[config.mk]
export PLATFORM = sky130hd
export DESIGN_NAME = flush_walker
export DESIGN_NICKNAME = d
export VERILOG_FILES = /design/src/rtl/dcache_geom_pkg.sv /design/src/rtl/flush_walker.sv
export SDC_FILE = /design/constraint.sdc
export NUM_CORES = 1
export LEC_CHECK = 0
export BUFFER_PORTS_ARGS = -buffer_cell sky130_fd_sc_hd__clkbuf_2
export CAP_MARGIN = 5
export CORE_AREA = 4 4 41 43
export CTS_CLUSTER_SIZE = 28
export DETAILED_ROUTE_END_ITERATION = 7
export DIE_AREA = 0 0 45 47
export HOLD_SLACK_MARGIN = 0.03
export REMOVE_ABC_BUFFERS = 1
export SLEW_MARGIN = 30
export SYNTH_ARGS = -nofsm -noshare
export SYNTH_HDL_FRONTEND = slang
export SYNTH_SLANG_ARGS = --single-unit
[constraint.sdc]
create_clock -name clock -period 4 [get_ports clock]
set_clock_uncertainty 0.05 [all_clocks]
set_input_delay 0.4 -clock clock [delete_from_list [all_inputs] [get_ports clock]]
set_output_delay 0.4 -clock clock [all_outputs]
set_load 0.01 [all_outputs]
[src/rtl/dcache_geom_pkg.sv]
`default_nettype none

package dcache_geom_pkg;

    localparam int xlen     = 32;   // address and data word width
    localparam int blk_bits = 64;   // one cache block
    localparam int off_bits = 3;    // byte offset inside a block
    localparam int n_lines  = 32;
    localparam int idx_bits = 5;
    localparam int tag_bits = xlen - idx_bits - off_bits;   // 24

    // one block, seen three ways
    // stores write through the view of their size and loads read
    // through theirs, so a byte store lands inside a later word load
    typedef union packed {
        logic [blk_bits/8-1:0][7:0]   bytes;
        logic [blk_bits/16-1:0][15:0] halves;
        logic [blk_bits/32-1:0][31:0] words;
    } cache_block_t;

    // 1 + 1 + 24 + 64 = 90 bits
    typedef struct packed {
        logic                valid;
        logic                dirty;    // block differs from memory
        logic [tag_bits-1:0] tag;
        cache_block_t        block;
    } cache_line_t;

endpackage

`default_nettype wire

[src/rtl/flush_walker.sv]
`timescale 1ns/10ps
`default_nettype none

module flush_walker (
    input  logic                                  clock,
    input  logic                                  reset,
    input  logic                                  step,
    output logic [dcache_geom_pkg::idx_bits-1:0]  walk_idx,
    output logic                                  last
);

    always_ff @(posedge clock) begin
        if (reset) begin
            walk_idx <= '0;
        end else if (step) begin
            walk_idx <= walk_idx + 1'b1;   // one line per step
        end
    end

    // final line of the scan
    assign last = walk_idx == dcache_geom_pkg::idx_bits'(dcache_geom_pkg::n_lines - 1);

endmodule

`default_nettype wire

### Word level (Yosys, flattened, before mapping)

Index checks and enable logic that the tools add are counted.

* eq/ne operators: 1
* add/subtract/negate cells: 1

Operators with widths (count)
* 5-bit by 1-bit adder with 5-bit output, second input constant: 1
* 5-bit == test, second input constant: 1

* output and inout port bits: 6
* flip-flop bits (word level): 5
* word-level logic and storage cells: 3

### Logic depth before layout (Yosys ltp)

Gate-level depths: netlist of the first run.

* word-level depth: 1
* depth in mapped cells: 5
* gate-level depth less buffers: 5

### Worst setup path after synthesis of the first run

OpenSTA, ideal clock, no wires.

* path kind: reg2out
* start point: register walk_idx[0] (netlist name)
* end point: output port last
* setup slack: 2.556 ns
* arrival: 0.994 ns
* path buffers: 0
* cell stages (with the launch flop): 4
* path through: dfxtp_1 -> ha_1 -> and3_1 -> ha_1

* cells in the longest elaborated chain, start to end: 1

RTL lines
* from (decl): RTL line flush_walker.sv:8 `output logic [dcache_geom_pkg::idx_bits-1:0] walk_idx,`
* from (signal assigned): RTL line flush_walker.sv:16 `walk_idx <= walk_idx + 1'b1;`
* 5-bit == test: RTL line flush_walker.sv:21 `assign last = walk_idx == dcache_geom_pkg::idx_bits'(dcache_geom_pkg::n_lines - 1);`
* to (decl): RTL line flush_walker.sv:9 `output logic last`

No other way between the ends.

### Worst setup path after layout of the first run

Ends and elaborated chain as after synthesis.

==> flow_summary.json, run 1 <==
{
  "crit_type": "register to output pin",
  "cts_setup_buffers": 0,
  "synth_area_leader_cell": "dfxtp_1",
  "initial_core_util_pct": 19.3,
  "endpoint_kind": "output pin",
  "routed_wl_um": 474,
  "first_global_vias": 199,
  "p_sw_uw": 30.6,
  "multi_input_area_um2": 140,
  "clock_latency_ns": 0.24,
  "wl_per_cell_um": 9.88,
  "period_minus_slack_ns": 1.78,
  "p_int_uw": 95.4,
  "clock_path_buffers": 2,
  "status": "complete, no violations",
  "grt_max_degree": 7,
  "num_antenna_cells": 0,
  "area_growth_pct": 29.4,
  "portBuffers": 8,
  "regArea_um2": 100,
  "finalSetupViolCount": 0,
  "critPathBufInv": 1,
  "viasPerCell": 4.13,
  "crit_path_frequent_cell": "ha_1",
  "drc": 0,
  "cp_cell_sequence": "ha_1 > and3_1 > ha_1 > clkbuf_2",
  "vias": 198,
  "syn_area_per_cell_um2": 11.4,
  "die_h_um": 47,
  "yosys.area.top_type_share_pct": 39.8,
  "synth_area_um2": 251,
  "slew_headroom_pct": 85.1,
  "fillers": 144,
  "r2r_slack_ns": 2.60,
  "leakage_uw": 0.000163,
  "hold_path_class": "input pin to register",
  "met3_usage_pct": 6.90,
  "chipWidth_um": 45,
  "io_pins": 9,
  "ys_ff_latch": 5,
  "cp-start-kind": "register",
  "synthTopCellsByArea": "dfxtp_1 (40%), ha_1 (10%), nand4_4 (8.5%), mux2i_1 (8.0%), mux2_4 (6.0%)",
  "irDropWorstVdd_v": 0.000196,
  "worst-endpoint-arrival_ns": 1.33,
  "clock.fmax_mhz": 562,
  "cts_hold_buf": 0,
  "dp_hpwl_um": 361,
  "drv_slew": 0,
  "grt_overflow": 0,
  "die_area_mm2": 0.00212,
  "top_register": "walk_idx",
  "grt_pass1_wl_um": 834,
  "max_cap_viol_count": 0,
  "p_per_area_mw_per_mm2": 387,
  "p_comb_share_pct": 9.2,
  "core_mm2": 0.00130,
  "synth.distinct_cells": 13,
  "cp_top_family": "adder cells",
  "drt-pass1-iter-count": 2,
  "clkSinkCount": 5,
  "grt_busiest_layer": "met1",
  "yosysWarningCount": 0,
  "cp_max_fo": 4,
  "finalSetupTns_ns": 0,
  "cts_buffers": 3,
  "reg_top3": "walk_idx: 5 flops",
  "largest_register_ffs": 5,
  "row_count": 13,
  "required_ns": 3.55,
  "seq_power_share_pct": 44.3,
  "clock_power_share_pct": 46.5,
  "grt_usage_pct": 6.01,
  "globalRouteMet1Util_pct": 7.08,
  "htree_levels": 1,
  "nets": 39,
  "drt_iter0_markers": 1,
  "routabilityCongestion": 0.597,
  "synth_seq_area_share_pct": 39.8,
  "period_share_pct": 44.5,
  "grt_setup_unrepaired": "false",
  "whs_ns": 0.361,
  "use_met2_pct": 6.78,
  "cts_tree": "done",
  "cts-root-buf": "clkbuf_4",
  "path_clk_slew_ns": 0.04,
  "synthCells": 22,
  "drive_gt1_share_pct": 39.4,
  "cts_resized": 0,
  "antenna_found_initial": 0,
  "cp_slowest_stage_delay_ns": 0.36,
  "finalHoldViolations": 0,
  "p_sw_share_pct": 24.3,
  "tightest_slew_ns": 0.223,
  "antenna_left": 0,
  "slowest_stage": "dfxtp_1"
}
==> worst paths after layout <==
| kind | cells past startpoint | to | start |
|---|---|---|---|
| setup / recovery | 4 | last | walk_idx[0] |
| hold / removal | 2 | walk_idx[2] | reset |
| setup reg to reg | 5 | walk_idx[4] | walk_idx[0] |
| hold reg to reg | 2 | walk_idx[4] | walk_idx[4] |
==> power groups by stage <==
stage / logic (µW) / registers (µW) / clock network (µW)
finish: 11.5 / 55.8 / 58.6
global route: 12.5 / 56.0 / 67.1
CTS: 11.7 / 55.8 / 61.9
detailed placement: 11.7 / 56.7 / 0
global placement: 11.4 / 56.6 / 0
floorplan: 4.92 / 57.3 / 0
==> layer usage <==
metal	wire length [µm]	up-vias	part of all wire, %
li1	-	98	-
met1	234	89	49
met2	162	11	34
met3	77	0	16
met4	0	0	0
met5	0	-	0
==> cell families (layout without fill, tap and decap cells) <==
kind of cell / count (synthesis) / count (layout) / synth area share [%]
AO/OA/AOI/OAI: 2 / 2 / 5.97
XOR/XNOR: 1 / 1 / 3.48
adder cells (fa/ha/maj): 2 / 2 / 9.95
buffers and inverters: 1 / 12 / 4.48
flip-flops: 5 / 5 / 39.8
multiplexers: 3 / 3 / 13.9
AND/OR/NAND/NOR: 8 / 8 / 22.4
==> Yosys cell counts <==
cell,n
a21bo_1,1
a21oi_1,1
and3_1,1
buf_6,1
dfxtp_1,5
ha_1,2
mux2_4,1
mux2i_1,2
nand3b_1,1
nand4_4,1
nor2_1,4
nor2b_1,1
xnor2_1,1
==> area by class of cell <==
| type | instances | share of cell area (%) |
|---|---|---|
| clock buffer | 4 | 8.08 |
| multi-input combinational | 16 | 43.1 |
| sequential | 5 | 30.8 |
| tap | 15 | 5.77 |
| timing repair buffer | 8 | 12.3 |
==> stage by stage <==
| stage | setup slack (ns) | utilization, % | instances | power (µW) | cell area, µm² |
|---|---|---|---|---|---|
| finish | 2.22 | 25.0 | 48 | 126 | 325 |
| global route | 2.12 | 25.0 | 48 | 136 | 325 |
| CTS | 2.20 | 25.0 | 48 | 129 | 325 |
| detailed placement | 2.47 | 23.0 | 44 | 68.4 | 299 |
| global placement | 2.47 | 23.0 | 44 | 68.0 | 299 |
| floorplan | 2.56 | - | 21 | 62.2 | 240 |
==> worst register-to-register path: cells and delay by family, from the launching register on <==
family                   cells  cell delay [ns]
AND/OR/NAND/NOR              2             0.24
multiplexers                 1             0.13
flip-flops                   1             0.36
adder cells (fa/ha/maj)      2             0.52
==> layout by cell type, fill, tap and decap left out, types with 2 or more instances in the layout <==
cell type / count
clkbuf_4: 3
nor2_1: 4
clkbuf_2: 8
dfxtp_1: 5
ha_1: 2
mux2i_1: 2
Note: power is estimated with default switching activity, not from simulation.
==> run 2, diff against run 1 <==
--- a/config.mk
+++ b/config.mk
@@ -5,6 +5,7 @@
 export SDC_FILE = /design/constraint.sdc
 export NUM_CORES = 1
 export LEC_CHECK = 0
+export ABC_AREA = 1
 export BUFFER_PORTS_ARGS = -buffer_cell sky130_fd_sc_hd__clkbuf_2
 export CAP_MARGIN = 5
 export CORE_AREA = 4 4 41 43
==> constraint.sdc (replaced) <==
create_clock -name clock -period 1.83 [get_ports clock]
set_clock_uncertainty 0.05 [all_clocks]
set_input_delay 0.183 -clock clock [delete_from_list [all_inputs] [get_ports clock]]
set_output_delay 0.183 -clock clock [all_outputs]
set_load 0.01 [all_outputs]
==> run 2 against run 1 <==
Sequential cell count did not move. First-iteration DRC count fell by 100%. Cell count rose by 17%. Die area did not move. Critical endpoint unchanged.
==> flow_summary.json, run 2 <==
{
  "status": "complete, no violations",
  "fillers": 161,
  "drt_iter0_markers": 0,
  "drive_gt1_share_pct": 31.7,
  "cts-root-buf": "clkbuf_4",
  "initial_core_util_pct": 17.1,
  "grt_max_degree": 9,
  "mostFrequentLayoutCell": "clkbuf_2",
  "yosysWarningCount": 0,
  "yosys.area.top_type_share_pct": 44.9,
  "drv_slew": 0,
  "first_global_vias": 193,
  "layout_common_cells": "clkbuf_2 (8), nor2_1 (7), dfxtp_1 (5)",
  "slew_headroom_pct": 88.1,
  "reg2regPathDepth": 5,
  "required_ns": 1.60,
  "finalHoldViolations": 0,
  "clock.fmax_mhz": 652,
  "regArea_um2": 100,
  "cp-startpoint": "walk_idx[0]",
  "postLayoutCellArea_um2": 308,
  "die_h_um": 47,
  "yosysMostFrequentCell": "nor2_1",
  "cp_slowest_stage_delay_ns": 0.34,
  "reg_top3": "walk_idx: 5 flops",
  "ys_top_cells_by_count": "nor2_1 (7), dfxtp_1 (5), nand2_1 (4), o21ai_0 (3)",
  "dp_hpwl_um": 373,
  "power_uw": 274,
  "r2r_slack_ns": 0.50,
  "synthTopCellsByArea": "dfxtp_1 (45%), nor2_1 (12%), ha_1 (11%), o21ai_0 (6.7%), nand2_1 (6.7%)",
  "synth_area_um2": 223,
  "r2r-end": "walk_idx[4]",
  "chipWidth_um": 45,
  "synth_seq_area_share_pct": 44.9,
  "clock_latency_ns": 0.24,
  "drt-pass1-iter-count": 1,
  "vias": 224,
  "grt_overflow": 0,
  "cp_cell_sequence": "ha_1 > and3_1 > ha_1 > clkbuf_2",
  "ys_ff_latch": 5,
  "crit_type": "register to output pin",
  "die_area_mm2": 0.00212,
  "htree_levels": 1,
  "antenna_left": 0,
  "drc": 0,
  "cts_setup_buffers": 0,
  "crit_path_frequent_cell": "ha_1",
  "syn_area_per_cell_um2": 7.68,
  "irDropWorstVdd_v": 0.000274,
  "io_pins": 9,
  "worst-endpoint-arrival_ns": 1.30,
  "routabilityCongestion": 0.675,
  "endpoint_kind": "output pin",
  "hold_path_class": "input pin to register",
  "synth_flop_cell": "dfxtp_1",
  "clock_path_buffers": 2,
  "cp_max_fo": 5,
  "synthCells": 29,
  "leakage_uw": 0.000157,
  "cp_top_family": "adder cells",
  "finalSetupViolCount": 0,
  "portBuffers": 8,
  "cts_buffers": 3,
  "cp.depth": 4,
  "grt_pass1_wl_um": 724,
  "wl_per_cell_um": 8.16,
  "synth-edff-count": 0,
  "tightest_slew_ns": 0.178,
  "area_growth_pct": 38.2,
  "top_register": "walk_idx",
  "clkSinkCount": 5,
  "placed_cell_area_um2": 282,
  "slowest_stage": "dfxtp_1",
  "cts_resized": 0,
  "grt_setup_unrepaired": "false",
  "cp-start-kind": "register",
  "worstReg2RegStart": "walk_idx[0]",
  "max_cap_viol_count": 0,
  "nets": 47,
  "grt_usage_pct": 5.54,
  "period_minus_slack_ns": 1.53,
  "viasPerCell": 4.00,
  "whs_ns": 0.182,
  "core_mm2": 0.00130,
  "row_count": 13,
  "finalSetupTns_ns": 0,
  "antenna_found_initial": 0,
  "critPathCapture": "last",
  "cts_hold_buf": 0,
  "fin_util_pct": 23.7,
  "multi_input_area_um2": 115,
  "largest_register_ffs": 5,
  "synth_async_sr_flop_share_pct": 0,
  "synth.distinct_cells": 11,
  "num_antenna_cells": 0,
  "p_per_area_mw_per_mm2": 891,
  "critPathBufInv": 1,
  "cts_tree": "done",
  "period_share_pct": 83.8,
  "routed_wl_um": 457,
  "synth_area_leader_cell": "dfxtp_1",
  "path_clk_slew_ns": 0.04
}
run 2: changes by cell type in the layout (fill, tap and decap cells not counted), sizes merged:
| cell | previous run | this run |
|---|---|---|
| a21bo | 1 | 0 |
| o21ai | 0 | 3 |
| nand3 | 0 | 1 |
| nand3b | 1 | 0 |
| mux2i | 2 | 0 |
| mux2 | 1 | 0 |
| nor2 | 4 | 8 |
| nand4 | 1 | 0 |
| inv | 0 | 2 |
| a21oi | 1 | 2 |
| xnor2 | 1 | 0 |
| nand2 | 0 | 5 |
| nor2b | 1 | 0 |
run 2: report_power, final:
part / leakage (µW) / total (µW) / switching (µW) / internal, µW
Sequential: 0.0000411 / 121 / 5.96 / 115
Clock: 0.0000150 / 127 / 44.2 / 82.4
Combinational: 0.000101 / 26.5 / 15.1 / 11.4
Total: 0.000157 / 274 / 65.3 / 209
run 2: per-stage QoR:
step / setup slack (ns) / std cells
after floorplan: 0.514 / 29
after global placement: 0.512 / 52
after detailed placement: 0.488 / 52
after CTS: 0.283 / 56
after global routing: 0.212 / 56
final: 0.297 / 56
run 2: worst min-delay path by stage:
stage	from	endpoint	slack, ns	cells past startpoint
floorplan	step	walk_idx[0]	0.22	1
global placement	step	walk_idx[0]	0.43	2
detailed placement	step	walk_idx[0]	0.43	2
CTS	step	walk_idx[0]	0.17	2
global route	step	walk_idx[0]	0.20	2
finish	step	walk_idx[0]	0.18	2
run 2: cell families after synthesis:
| family | Yosys count | share of synthesized area, % |
|---|---|---|
| buffers and inverters | 2 | 3.37 |
| adder cells (fa/ha/maj) | 2 | 11.2 |
| AND/OR/NAND/NOR | 15 | 29.2 |
| flip-flops | 5 | 44.9 |
| AO/OA/AOI/OAI | 5 | 11.2 |
run 2: final cells by class:
type,instances,share of cell area [%]
Multi-Input combinational cell,22,37.4
Clock buffer,4,8.54
Timing Repair Buffer,8,13.0
Inverter,2,2.44
Sequential cell,5,32.5
Tap cell,15,6.10
run 2: layer usage:
metal,part of all wire [%],global-route usage (%)
met1,49,5.25
met2,39,6.21
met3,12,6.13
met4,0,5.26
met5,0,0
