[config.mk]
export PLATFORM = sky130hd
export DESIGN_NAME = dcache_ctrl_flat
export DESIGN_NICKNAME = d
export VERILOG_FILES = /design/src/rtl/dcache_geom_pkg.sv /design/src/rtl/mem_bus_pkg.sv /design/src/rtl/line_ctrl_if.sv /design/src/rtl/dcache_ctrl.sv /design/src/flat_wrapper.sv
export SDC_FILE = /design/constraint.sdc
export NUM_CORES = 1
export LEC_CHECK = 0
export BUFFER_PORTS_ARGS = -buffer_cell sky130_fd_sc_hd__buf_4
export CORE_AREA = 2 2 97 99
export CTS_CLUSTER_SIZE = 28
export DETAILED_ROUTE_END_ITERATION = 7
export DIE_AREA = 0 0 99 101
export PLACE_DENSITY_LB_ADDON = 0.1
export SKIP_LAST_GASP = 1
export SLEW_MARGIN = 0
export SYNTH_ARGS = -nofsm -noshare
export SYNTH_HDL_FRONTEND = slang
export SYNTH_SLANG_ARGS = --single-unit
export TNS_END_PERCENT = 10
[constraint.sdc]
create_clock -name clock -period 4 [get_ports clock]
set_clock_uncertainty 0.15 [all_clocks]
set_input_delay 0 -clock clock [delete_from_list [all_inputs] [get_ports clock]]
set_output_delay 0 -clock clock [all_outputs]
set_load 0.005 [all_outputs]
[src/rtl/dcache_geom_pkg.sv]
`default_nettype none

package dcache_geom_pkg;

    localparam int xlen     = 32;   // address and data word width
    localparam int blk_bits = 64;   // one cache block
    localparam int off_bits = 3;    // byte offset inside a block
    localparam int n_lines  = 32;
    localparam int idx_bits = 5;
    localparam int tag_bits = xlen - idx_bits - off_bits;   // 24

    // one block, seen three ways
    // stores write through the view of their size and loads read
    // through theirs, so a byte store lands inside a later word load
    typedef union packed {
        logic [blk_bits/8-1:0][7:0]   bytes;
        logic [blk_bits/16-1:0][15:0] halves;
        logic [blk_bits/32-1:0][31:0] words;
    } cache_block_t;

    // 1 + 1 + 24 + 64 = 90 bits
    typedef struct packed {
        logic                valid;
        logic                dirty;    // block differs from memory
        logic [tag_bits-1:0] tag;
        cache_block_t        block;
    } cache_line_t;

endpackage

`default_nettype wire

[src/rtl/mem_bus_pkg.sv]
`default_nettype none

package mem_bus_pkg;

    localparam int mem_tag_bits = 4;   // response and data tags, zero means none

    // command towards memory
    typedef enum logic [1:0] {
        bus_none  = 2'h0,
        bus_load  = 2'h1,
        bus_store = 2'h2
    } bus_cmd_t;

    // pipeline request operation
    typedef enum logic {
        mem_read  = 1'b0,
        mem_write = 1'b1
    } mem_op_t;

    // access size, value 3 is not used
    typedef enum logic [1:0] {
        size_byte = 2'h0,
        size_half = 2'h1,
        size_word = 2'h2
    } mem_size_t;

endpackage

`default_nettype wire

[src/rtl/line_ctrl_if.sv]
`timescale 1ns/10ps
`default_nettype none

interface line_ctrl_if;

    // from the state machine
    logic capture;    // latch the incoming request as pending
    logic fill;       // write returned block into the pending line
    logic clean;      // clear dirty at the selected index
    logic use_walk;   // select flush index over pending index

    // from the line store
    logic                                hit;            // live hit of the incoming request
    logic                                victim_dirty;
    logic [dcache_geom_pkg::xlen-1:0]    victim_addr;    // block address, offset bits zero
    dcache_geom_pkg::cache_block_t       victim_data;
    logic [dcache_geom_pkg::xlen-1:0]    pend_addr;

    modport ctrl (
        output capture, fill, clean, use_walk,
        input  hit, victim_dirty, victim_addr, victim_data, pend_addr
    );

    modport store (
        input  capture, fill, clean, use_walk,
        output hit, victim_dirty, victim_addr, victim_data, pend_addr
    );

endinterface

`default_nettype wire

[src/rtl/dcache_ctrl.sv]
`timescale 1ns/10ps
`default_nettype none

module dcache_ctrl (
    input  logic                                     clock,
    input  logic                                     reset,
    input  logic                                     req_valid,
    input  logic                                     done,
    input  logic [mem_bus_pkg::mem_tag_bits-1:0]     mem_response,
    input  logic [mem_bus_pkg::mem_tag_bits-1:0]     mem_tag,
    output logic                                     stall,
    output mem_bus_pkg::bus_cmd_t                    mem_cmd,
    output logic [dcache_geom_pkg::xlen-1:0]         mem_addr,
    output logic [dcache_geom_pkg::blk_bits-1:0]     mem_wdata,
    output logic                                     flush_finished,
    output logic                                     step,
    input  logic [dcache_geom_pkg::idx_bits-1:0]     walk_idx,
    input  logic                                     last,
    line_ctrl_if.ctrl                                lines
);

    typedef enum logic [2:0] {
        st_ready,
        st_write_back,
        st_fetch,
        st_wait_fill,
        st_flush_scan,
        st_flush_store,
        st_finished
    } state_t;

    state_t                                  state;
    state_t                                  state_next;
    logic [mem_bus_pkg::mem_tag_bits-1:0]    kept_tag;   // tag of the accepted load
    logic                                    accepted;

    assign accepted = mem_response != '0;   // zero response is back-pressure

    always_comb begin
        state_next    = state;
        lines.capture = 1'b0;
        lines.fill    = 1'b0;
        lines.clean   = 1'b0;
        step          = 1'b0;
        mem_cmd       = mem_bus_pkg::bus_none;
        case (state)
            st_ready: begin
                if (req_valid && !lines.hit) begin   // miss
                    lines.capture = 1'b1;
                    state_next    = st_write_back;
                end else if (done) begin
                    state_next = st_flush_scan;
                end
            end
            st_write_back: begin
                // a clean or empty victim needs no store
                if (!lines.victim_dirty) begin
                    state_next = st_fetch;
                end else begin
                    mem_cmd = mem_bus_pkg::bus_store;
                    if (accepted) begin
                        state_next = st_fetch;
                    end
                end
            end
            st_fetch: begin
                mem_cmd = mem_bus_pkg::bus_load;
                if (accepted) begin
                    state_next = st_wait_fill;
                end
            end
            st_wait_fill: begin
                if (mem_tag == kept_tag) begin
                    lines.fill = 1'b1;
                    state_next = st_ready;
                end
            end
            st_flush_scan: begin
                if (lines.victim_dirty) begin
                    state_next = st_flush_store;
                end else if (last) begin
                    state_next = st_finished;
                end else begin
                    step = 1'b1;   // clean line costs one cycle
                end
            end
            st_flush_store: begin
                mem_cmd = mem_bus_pkg::bus_store;
                if (accepted) begin
                    lines.clean = 1'b1;
                    if (last) begin
                        state_next = st_finished;
                    end else begin
                        step       = 1'b1;
                        state_next = st_flush_scan;
                    end
                end
            end
            st_finished: begin
                state_next = st_finished;   // left only by reset
            end
            default: begin
                state_next = st_ready;
            end
        endcase
    end

    always_ff @(posedge clock) begin
        if (reset) begin
            state    <= st_ready;
            kept_tag <= '0;
        end else begin
            state <= state_next;
            if (state == st_fetch && accepted) begin
                kept_tag <= mem_response;
            end
        end
    end

    // loads go to the pending block, stores to the selected victim
    assign mem_addr = (state == st_fetch) ? lines.pend_addr : lines.victim_addr;

    assign mem_wdata      = lines.victim_data;   // stable while a store is held
    assign lines.use_walk = state == st_flush_scan || state == st_flush_store
                            || state == st_finished;
    assign stall          = state != st_ready;
    assign flush_finished = state == st_finished;

endmodule

`default_nettype wire

[src/flat_wrapper.sv]
// flat-port wrapper written by rule: the top's interface ports become plain ports
module dcache_ctrl_flat 
  (clock, reset, req_valid, done, mem_response, mem_tag, stall, mem_cmd, mem_addr, mem_wdata, flush_finished, step, walk_idx, last, lines_capture, lines_fill, lines_clean, lines_use_walk, lines_hit, lines_victim_dirty, lines_victim_addr, lines_victim_data, lines_pend_addr);
  line_ctrl_if lines_i ();
  input  logic clock;
  input  logic reset;
  input  logic req_valid;
  input  logic done;
  input  logic [mem_bus_pkg::mem_tag_bits-1:0] mem_response;
  input  logic [mem_bus_pkg::mem_tag_bits-1:0] mem_tag;
  output logic stall;
  output mem_bus_pkg::bus_cmd_t mem_cmd;
  output logic [dcache_geom_pkg::xlen-1:0] mem_addr;
  output logic [dcache_geom_pkg::blk_bits-1:0] mem_wdata;
  output logic flush_finished;
  output logic step;
  input  logic [dcache_geom_pkg::idx_bits-1:0] walk_idx;
  input  logic last;
  output wire logic [$bits(lines_i.capture)-1:0] lines_capture;
  output wire logic [$bits(lines_i.fill)-1:0] lines_fill;
  output wire logic [$bits(lines_i.clean)-1:0] lines_clean;
  output wire logic [$bits(lines_i.use_walk)-1:0] lines_use_walk;
  input wire logic [$bits(lines_i.hit)-1:0] lines_hit;
  input wire logic [$bits(lines_i.victim_dirty)-1:0] lines_victim_dirty;
  input wire logic [$bits(lines_i.victim_addr)-1:0] lines_victim_addr;
  input wire logic [$bits(lines_i.victim_data)-1:0] lines_victim_data;
  input wire logic [$bits(lines_i.pend_addr)-1:0] lines_pend_addr;
  assign lines_capture = lines_i.capture;
  assign lines_fill = lines_i.fill;
  assign lines_clean = lines_i.clean;
  assign lines_use_walk = lines_i.use_walk;
  assign lines_i.hit = lines_hit;
  assign lines_i.victim_dirty = lines_victim_dirty;
  assign lines_i.victim_addr = lines_victim_addr;
  assign lines_i.victim_data = lines_victim_data;
  assign lines_i.pend_addr = lines_pend_addr;
  dcache_ctrl u_core (.clock(clock), .reset(reset), .req_valid(req_valid), .done(done), .mem_response(mem_response), .mem_tag(mem_tag), .stall(stall), .mem_cmd(mem_cmd), .mem_addr(mem_addr), .mem_wdata(mem_wdata), .flush_finished(flush_finished), .step(step), .walk_idx(walk_idx), .last(last), .lines(lines_i));
endmodule
# After elaboration in Yosys (flattened, before gate mapping)
# Index checks and enable logic that the tools add are counted.
[totals]
ff_bits = 7
latch_bits = 0
ram_bits = 0
romBits = 0
input_bits = 148
out_inout_bits = 105
elab_cells = 48
n_memories = 0
[classes]
addsub = 0
multipliers = 0
div_mod_pow = 0
n_lt_le_gt_ge = 0
n_eq_ne = 13
shifts = 0
n_mux = 24
n_bitwise = 0
n_reduce_logical = 9
[ops]
columns = ["cell", "n"]
rows = [
  ["$mux 32", 1],
  ["$mux 3", 9],
  ["$pmux 3 s7", 1],
  ["$eq 3x3->1 const B", 3],
  ["$mux 1", 9],
  ["$eq 3x2->1 const B", 2],
  ["$ne 2x1->1 const B", 3],
  ["$ne 3x2->1 const B", 2],
  ["$pmux 2 s3", 1],
  ["$reduce_and 6->1", 1],
  ["$eq 4x4->1", 1],
  ["$mux 2", 2],
  ["$reduce_bool 4->1", 1],
  ["$eq 3x1->1 const B", 1],
  ["$logic_not 3->1", 1],
  ["$ne 3x3->1 const B", 1],
  ["$reduce_bool 3->1", 1],
  ["$logic_and 1x1->1", 2],
  ["$logic_or 1x1->1", 2],
  ["$pmux 1 s2", 1],
  ["$logic_not 1->1", 1],
]

# Longest topological paths before layout
# Gate-level depths: netlist (run 1).
[depth]
word_depth = 4
mapped_depth = 7
depth_no_buf = 4

# Worst setup path after synthesis (run 1)
# OpenSTA, ideal clock, no wires.
[synth_path]
path_type = "flip-flop to flip-flop"
start = "register u_core.state[2]"
end = "register u_core.state[0]"
arrival_ns = 1.356
required_time_ns = 3.762
setup_slack_ns = 2.405
path_stages_with_launch = 5
n_path_buf = 0
synth_period_minus_slack_ns = 1.595
cell_sequence = "dfxtp_1 > or3_4 > o32a_4 > o221a_4 > o32ai_2"
[synth_via]
elab_chain_len = 3
word_cells_on_any_way = 15
classes_between = "eq/ne: 12; mux: 1; reduce/logical: 2"
[synth_rtl]
columns = ["element", "line_no", "source"]
rows = [
  ["start, declared", "dcache_ctrl.sv:32", "state_t state;"],
  ["start signal, assigned", "dcache_ctrl.sv:110", "state <= st_ready;"],
  ["start signal, assigned", "dcache_ctrl.sv:113", "state <= state_next;"],
  ["$eq 3x1->1 (tied with other cells)", "dcache_ctrl.sv:46", "case (state)"],
  ["$ne 3x2->1 (no source line) (tied with other cells)", "-", ""],
  ["$reduce_and 6->1 (no source line)", "-", ""],
]
# Several ways; a longest one is shown, not always the timed one.
# A chain may end at the register's enable or synchronous reset.

# Worst setup path in the final report (run 1)
[layout_path]
start = "register u_core.state[1]"
end = "output mem_addr[20] (netlist bit)"
[layout_via]
elab_chain_len = 2
[layout_rtl]
columns = ["element", "line_no", "source"]
rows = [
  ["$eq 3x2->1", "dcache_ctrl.sv:121", "assign mem_addr = (state == st_fetch) ? lines.pend_addr : lines.victim_addr;"],
  ["$mux 32", "dcache_ctrl.sv:121", ""],
  ["end, declared", "flat_wrapper.sv:13", "output logic [dcache_geom_pkg::xlen-1:0] mem_addr;"],
]
# Every way passes these cells.

==> impl_metrics.json, run 1 <==
{
  "clkSinkCount": 7,
  "ctsHtreeMaxLevel": 1,
  "synth_async_sr_flop_share_pct": 0,
  "design_area_mm2": 0.00267,
  "relSlewSlack_pct": 66.9,
  "cap_violations": 0,
  "synth_top_area_share_pct": 36.2,
  "finalNonFillerCells": 397,
  "drt-initial-drc-count": 9,
  "dieArea_mm2": 0.0100,
  "cts_resized": 0,
  "hold_path_class": "input pin to register",
  "die_x_um": 99,
  "setup_ws_ns": 2.02,
  "grt_max_degree": 21,
  "yosys.area.top_type": "buf_4",
  "post_dp_cell_area_mm2": 0.00193,
  "drc": 0,
  "rows": 35,
  "critPathKind": "register to primary output",
  "vias": 1554,
  "ios": 253,
  "fmax_mhz": 505,
  "power.leakage_nw": 1.21,
  "synth-seq-cells": 7,
  "preCtsSetupSlack_ns": 2.18,
  "cts_max_path_buffers": 2,
  "wl_um": 4960,
  "placed_cells": 324,
  "synth_area_leaders": "buf_4, mux2_2, dfxtp_1, xor2_1, a22oi_1",
  "rsz0062_at_grt": "no",
  "setup_tns_ns": 0,
  "tightest_slew_ns": 0.492,
  "fin_crit_sh_pct": 49.5,
  "synth_edf_count": 0,
  "syn_area_mm2": 0.00141,
  "wire_per_inst_um": 12.5,
  "overflow": 0,
  "p_per_area_mw_per_mm2": 326,
  "setup_violations": 0,
  "path_clk_slew_ns": 0.04,
  "slew_viol_final": 0,
  "synth_nets": 313,
  "layout.nets": 435,
  "period_needed_ns": 1.98,
  "yosysWarningCount": 0,
  "insertedDiodeCount": 0,
  "syn_inst": 165,
  "synthToLayoutAreaGrowth_pct": 89.2,
  "ys_seq_area_share_pct": 9.95,
  "critical_path_required_ns": 3.85,
  "cts_setup_buffers": 0,
  "grt_usage_pct": 8.43,
  "antenna_found_initial": 0,
  "ant_nets": 0,
  "synth.avg_cell_area_um2": 8.54,
  "arrival_ns": 1.83,
  "grt_pass1_wl_um": 6940,
  "synth_top_flop_cell": "dfxtp_1",
  "insertion_delay_ns": 0.22,
  "fp.coreArea_mm2": 0.00898,
  "endpoint_kind": "primary output",
  "hold_viol": 0,
  "gp_congestion": 0.714,
  "status": "finished, final reports clean",
  "startpoint_type": "register",
  "grt_pass1_vias": 1453,
  "clockRootBuffer": "clkbuf_8",
  "viasPerCell": 3.91,
  "port_buffers": 119,
  "peakVddDrop_mv": 0.0910,
  "drive_above_1_share_pct": 57.3,
  "dpl.hpwl_um": 3810,
  "numCtsBuffers": 3,
  "dr.pass1.iters": 4,
  "synth.distinct_cells": 34,
  "dieHeight_um": 101,
  "cts_tree": "built",
  "initial_core_util_pct": 15.7,
  "cp_max_fo": 18
}
final timing paths:
| check | start | to | slack (ns) | cells past startpoint |
|---|---|---|---|---|
| worst max-delay path | u_core.state[1]$_SDFFE_PP0P_ | mem_addr[20] | 2.02 | 4 |
| worst min-delay path | lines_victim_dirty | u_core.state[1]$_SDFFE_PP0P_ | 0.13 | 5 |
| worst max register to register | u_core.state[2]$_SDFFE_PP0P_ | u_core.state[0]$_SDFFE_PP0P_ | 2.19 | 4 |
| worst min register to register | u_core.kept_tag[1]$_SDFFE_PP0P_ | u_core.kept_tag[1]$_SDFFE_PP0P_ | 0.37 | 2 |
cell usage after synthesis (3+ instances only):
master	instances
inv_1	3
nand2_1	4
nor2_1	7
buf_4	68
dfxtp_1	7
a22oi_1	4
xor2_1	4
mux2_2	32
placed cells by master (no fill, tap or decap):
cell             n
nand2_1          4
o221a_4          1
dlygate4sd3_1   69
o311ai_0         1
and4b_1          1
nor2b_1          2
clkbuf_8         3
o32ai_2          1
dfxtp_1          7
a221oi_1         1
a22oi_1          4
a21oi_1          2
o22a_1           1
or2b_1           2
nor3_1           1
or2_2            2
or3b_4           1
nor3b_1          1
clkbuf_1         1
o32a_4           1
and2b_1          1
or3_4            1
nor2_1           7
xor2_1           4
o21ai_0          2
nor4_1           1
mux2_2          32
buf_4          121
nand2b_1         2
inv_1            3
or4_1            1
a31oi_1          1
and3_1           1
nor3b_2          1
o211ai_1         2
per-layer routing:
| metal | global-route usage [%] | wire length, µm | vias up | share of wire (%) |
|---|---|---|---|---|
| met4 | 2.21 | 32 | 0 | 0.64 |
| met3 | 0.971 | 477 | 2 | 9.6 |
| met1 | 8.63 | 1550 | 691 | 31 |
| met5 | 0 | 0 | - | 0 |
| met2 | 17.7 | 2910 | 116 | 59 |
| li1 | - | - | 745 | - |
report_power, final:
group | total, mW | internal (mW) | switching, mW | leakage (nW)
Sequential | 0.139 | 0.0919 | 0.0472 | 0.0574
Combinational | 0.632 | 0.403 | 0.230 | 1.13
Clock | 0.0987 | 0.0689 | 0.0298 | 0.0228
Total | 0.870 | 0.564 | 0.307 | 1.21
registers in the layout, indices dropped and copies added (netlist names):
| register | cells |
|---|---|
| u_core.state | 3 |
| u_core.kept_tag | 4 |
final cells by class:
type                    count  area, µm²
clock buffers               4       45.0
well taps                 111        139
inverters                   3       11.3
multi-input cells          82        731
fillers                   954       6310
flip-flops and latches      7        140
repair buffers            190       1600
stage by stage:
step	power [mW]	utilization, %	hold slack, ns
CTS	0.888	29.7	0.126
global route	0.944	29.7	0.155
finish	0.870	29.7	0.134
global placement	0.733	21.5	-0.150
detailed placement	0.723	21.5	-0.150
floorplan	0.517	-	-0.0692
logic make-up after synthesis:
group	count (synthesis)	share of synthesized area [%]
AO/OA/AOI/OAI	17	11.1
XOR/XNOR	4	2.49
buffers and inverters	76	38.5
flip-flops	7	9.95
multiplexers	32	25.6
AND/OR/NAND/NOR	29	12.3
worst max-delay path, cell delays in order, from the launching register on:
cell and delay, ns:
dfxtp_1 0.53, nor3b_2 0.26, buf_4 0.29, mux2_2 0.38, buf_4 0.14
repair_timing:
action / CTS / global route
hold buffers: 69 / 0
setup endpoints to repair: 0 / 0
endpoints found under the hold margin: 71 / 0
Note: power is estimated with default switching activity, not from simulation.
==> inputs of run 2 (changes only) <==
- CORE_AREA: 2 2 97 99 -> 2 2 98 100
- DIE_AREA: 0 0 99 101 -> 0 0 100 102
- clock period: 4 -> 1.6 ns (I/O delays scaled with it)
==> impl_metrics.json, run 2 (synthesized netlist as in run 1, its figures left out) <==
{
  "status": "complete, but fails checks",
  "failed_checks": "setup timing",
  "wire_per_inst_um": 14.1,
  "comb_power_share_pct": 79.2,
  "final_cell_mix": "buf_4, dlygate4sd3_1, mux2_4, mux2_2, buf_6",
  "r2r-start": "u_core.state[0]$_SDFFE_PP0P_",
  "drc": 0,
  "die_x_um": 100,
  "insertion_delay_ns": 0.22,
  "whs_endpoint": "u_core.state[0]$_SDFFE_PP0P_",
  "gp_congestion": 0.762,
  "path_clk_slew_ns": 0.04,
  "fmax_mhz": 571,
  "initial_core_util_pct": 15.5,
  "hold_path_class": "input pin to register",
  "finish.utilization_pct": 32.2,
  "preCtsSetupSlack_ns": -0.141,
  "setup_ws_ns": -0.151,
  "antenna_found_initial": 0,
  "p_int_mw": 1.78,
  "cap_violations": 0,
  "critical_path_required_ns": 1.45,
  "switching_share_pct": 33.7,
  "dpl.hpwl_um": 4160,
  "largest_register_ff_count": 4,
  "cts_max_path_buffers": 2,
  "hold_viol": 0,
  "rrSetupSlack_ns": -0.08,
  "relSlewSlack_pct": 65.3,
  "power_switching_mw": 0.905,
  "fp.coreArea_mm2": 0.00911,
  "final_common_cell": "buf_4",
  "clkSinkCount": 7,
  "drt-initial-drc-count": 16,
  "layout.nets": 452,
  "setup_violations": 35,
  "grt_pass1_vias": 1584,
  "regMostFlops": "u_core.kept_tag",
  "reg2reg_depth": 4,
  "vias": 1657,
  "cts_tree": "built",
  "drive_above_1_share_pct": 60.1,
  "synthToLayoutAreaGrowth_pct": 108,
  "reg_top3": "u_core.kept_tag x4, u_core.state x3",
  "peakVddDrop_mv": 0.256,
  "endpoint_kind": "primary output",
  "grt_max_degree": 17,
  "rsz0062_at_grt": "yes",
  "whs_path_depth": 4,
  "startpoint_type": "register",
  "fin_crit_sh_pct": 109,
  "fillCellCount": 949,
  "slew_viol_final": 0,
  "grt_usage_pct": 9.23,
  "period_needed_ns": 1.75,
  "critPathKind": "register to primary output",
  "clockPowerShare_pct": 9.2,
  "dieHeight_um": 102,
  "numCtsBuffers": 3,
  "tightest_slew_ns": 0.514,
  "overflow": 0,
  "ios": 253,
  "rows": 35,
  "insertedDiodeCount": 0,
  "port_buffers": 119,
  "r2r_end": "u_core.state[0]$_SDFFE_PP0P_",
  "viasPerCell": 4.00,
  "power.leakage_nw": 1.38,
  "ant_nets": 0,
  "wl_um": 5820,
  "dr.pass1.iters": 4,
  "dieArea_mm2": 0.0102,
  "hold_start": "done",
  "clockRootBuffer": "clkbuf_8",
  "p_per_area_mw_per_mm2": 915,
  "cp_max_fo": 8,
  "grt_pass1_wl_um": 7480,
  "arrival_ns": 1.60,
  "seqPwrFrac_pct": 11.5,
  "ctsHtreeMaxLevel": 1
}
## run 2: cell types whose count changed in the layout (fill, tap and decap cells not counted), sizes merged
cell / previous run / this run
buf: 121 / 137
clkbuf: 4 / 5
## run 2: worst max-delay path by stage
stage	end	startpoint	slack, ns
finish	mem_addr[0]	u_core.state[1]$_SDFFE_PP0P_	-0.15
global route	mem_addr[0]	u_core.state[1]$_SDFFE_PP0P_	-0.19
CTS	mem_addr[12]	u_core.state[1]$_SDFFE_PP0P_	-0.19
detailed placement	mem_addr[22]	u_core.state[1]$_SDFFE_PP0P_	-0.14
global placement	u_core.state[1]$_SDFFE_PP0P_	u_core.state[0]$_SDFFE_PP0P_	-0.09
floorplan	u_core.state[0]$_SDFFE_PP0P_	u_core.state[2]$_SDFFE_PP0P_	0.005
## run 2: repair_timing
action                                  in CTS  in global routing
hold endpoints to repair                    71                  0
gates resized for setup                      5                 26
hold buffers                                69                  0
gates cloned                                 1                  1
endpoints found under the setup margin      40                 40
buffers inserted                             2                  2
## run 2: critical path: stages, from the launching register on
cell,delay (ns)
dfxtp_4,0.37
nor3b_4,0.23
buf_6,0.16
clkbuf_16,0.17
mux2_4,0.31
buf_6,0.12
## run 2: final cells by class
type | instances | area (µm²) | share of cell area (%)
Inverter | 3 | 11.3 | 0.384
Sequential cell | 7 | 144 | 4.90
Clock buffer | 4 | 45.0 | 1.54
Timing Repair Buffer | 207 | 1800 | 61.3
Tap cell | 111 | 139 | 4.73
Multi-Input combinational cell | 82 | 797 | 27.2
## run 2: metrics by stage
| stage | area, µm² | setup TNS [ns] | hold WS [ns] | total power, mW | instances |
|---|---|---|---|---|---|
| final | 2930 | -4.04 | 0.120 | 2.69 | 414 |
| after global routing | 2930 | -5.96 | 0.147 | 2.87 | 414 |
| after CTS | 2820 | -5.86 | 0.123 | 2.57 | 412 |
| after detailed placement | 2030 | -4.06 | -0.150 | 2.02 | 336 |
| after global placement | 2030 | -2.65 | -0.150 | 2.04 | 336 |
| after floorplan | 1410 | 0 | -0.0692 | 1.29 | 165 |
## run 2: power by group through the flow
stage / logic [mW] / registers (mW) / clock network (mW)
2_1_floorplan: 1.03 / 0.263 / 0
3_3_place_gp: 1.74 / 0.303 / 0
3_5_place_dp: 1.72 / 0.301 / 0
4_1_cts: 2.00 / 0.314 / 0.254
5_1_grt: 2.30 / 0.312 / 0.265
6_report: 2.13 / 0.309 / 0.248
## run 2: per-layer routing
layer	global-route usage, %	share of wire [%]	vias to the layer above
li1	-	-	776
met1	9.52	32	750
met2	18.8	59	127
met3	1.78	8.0	4
met4	2.53	0.76	0
met5	0	0	-
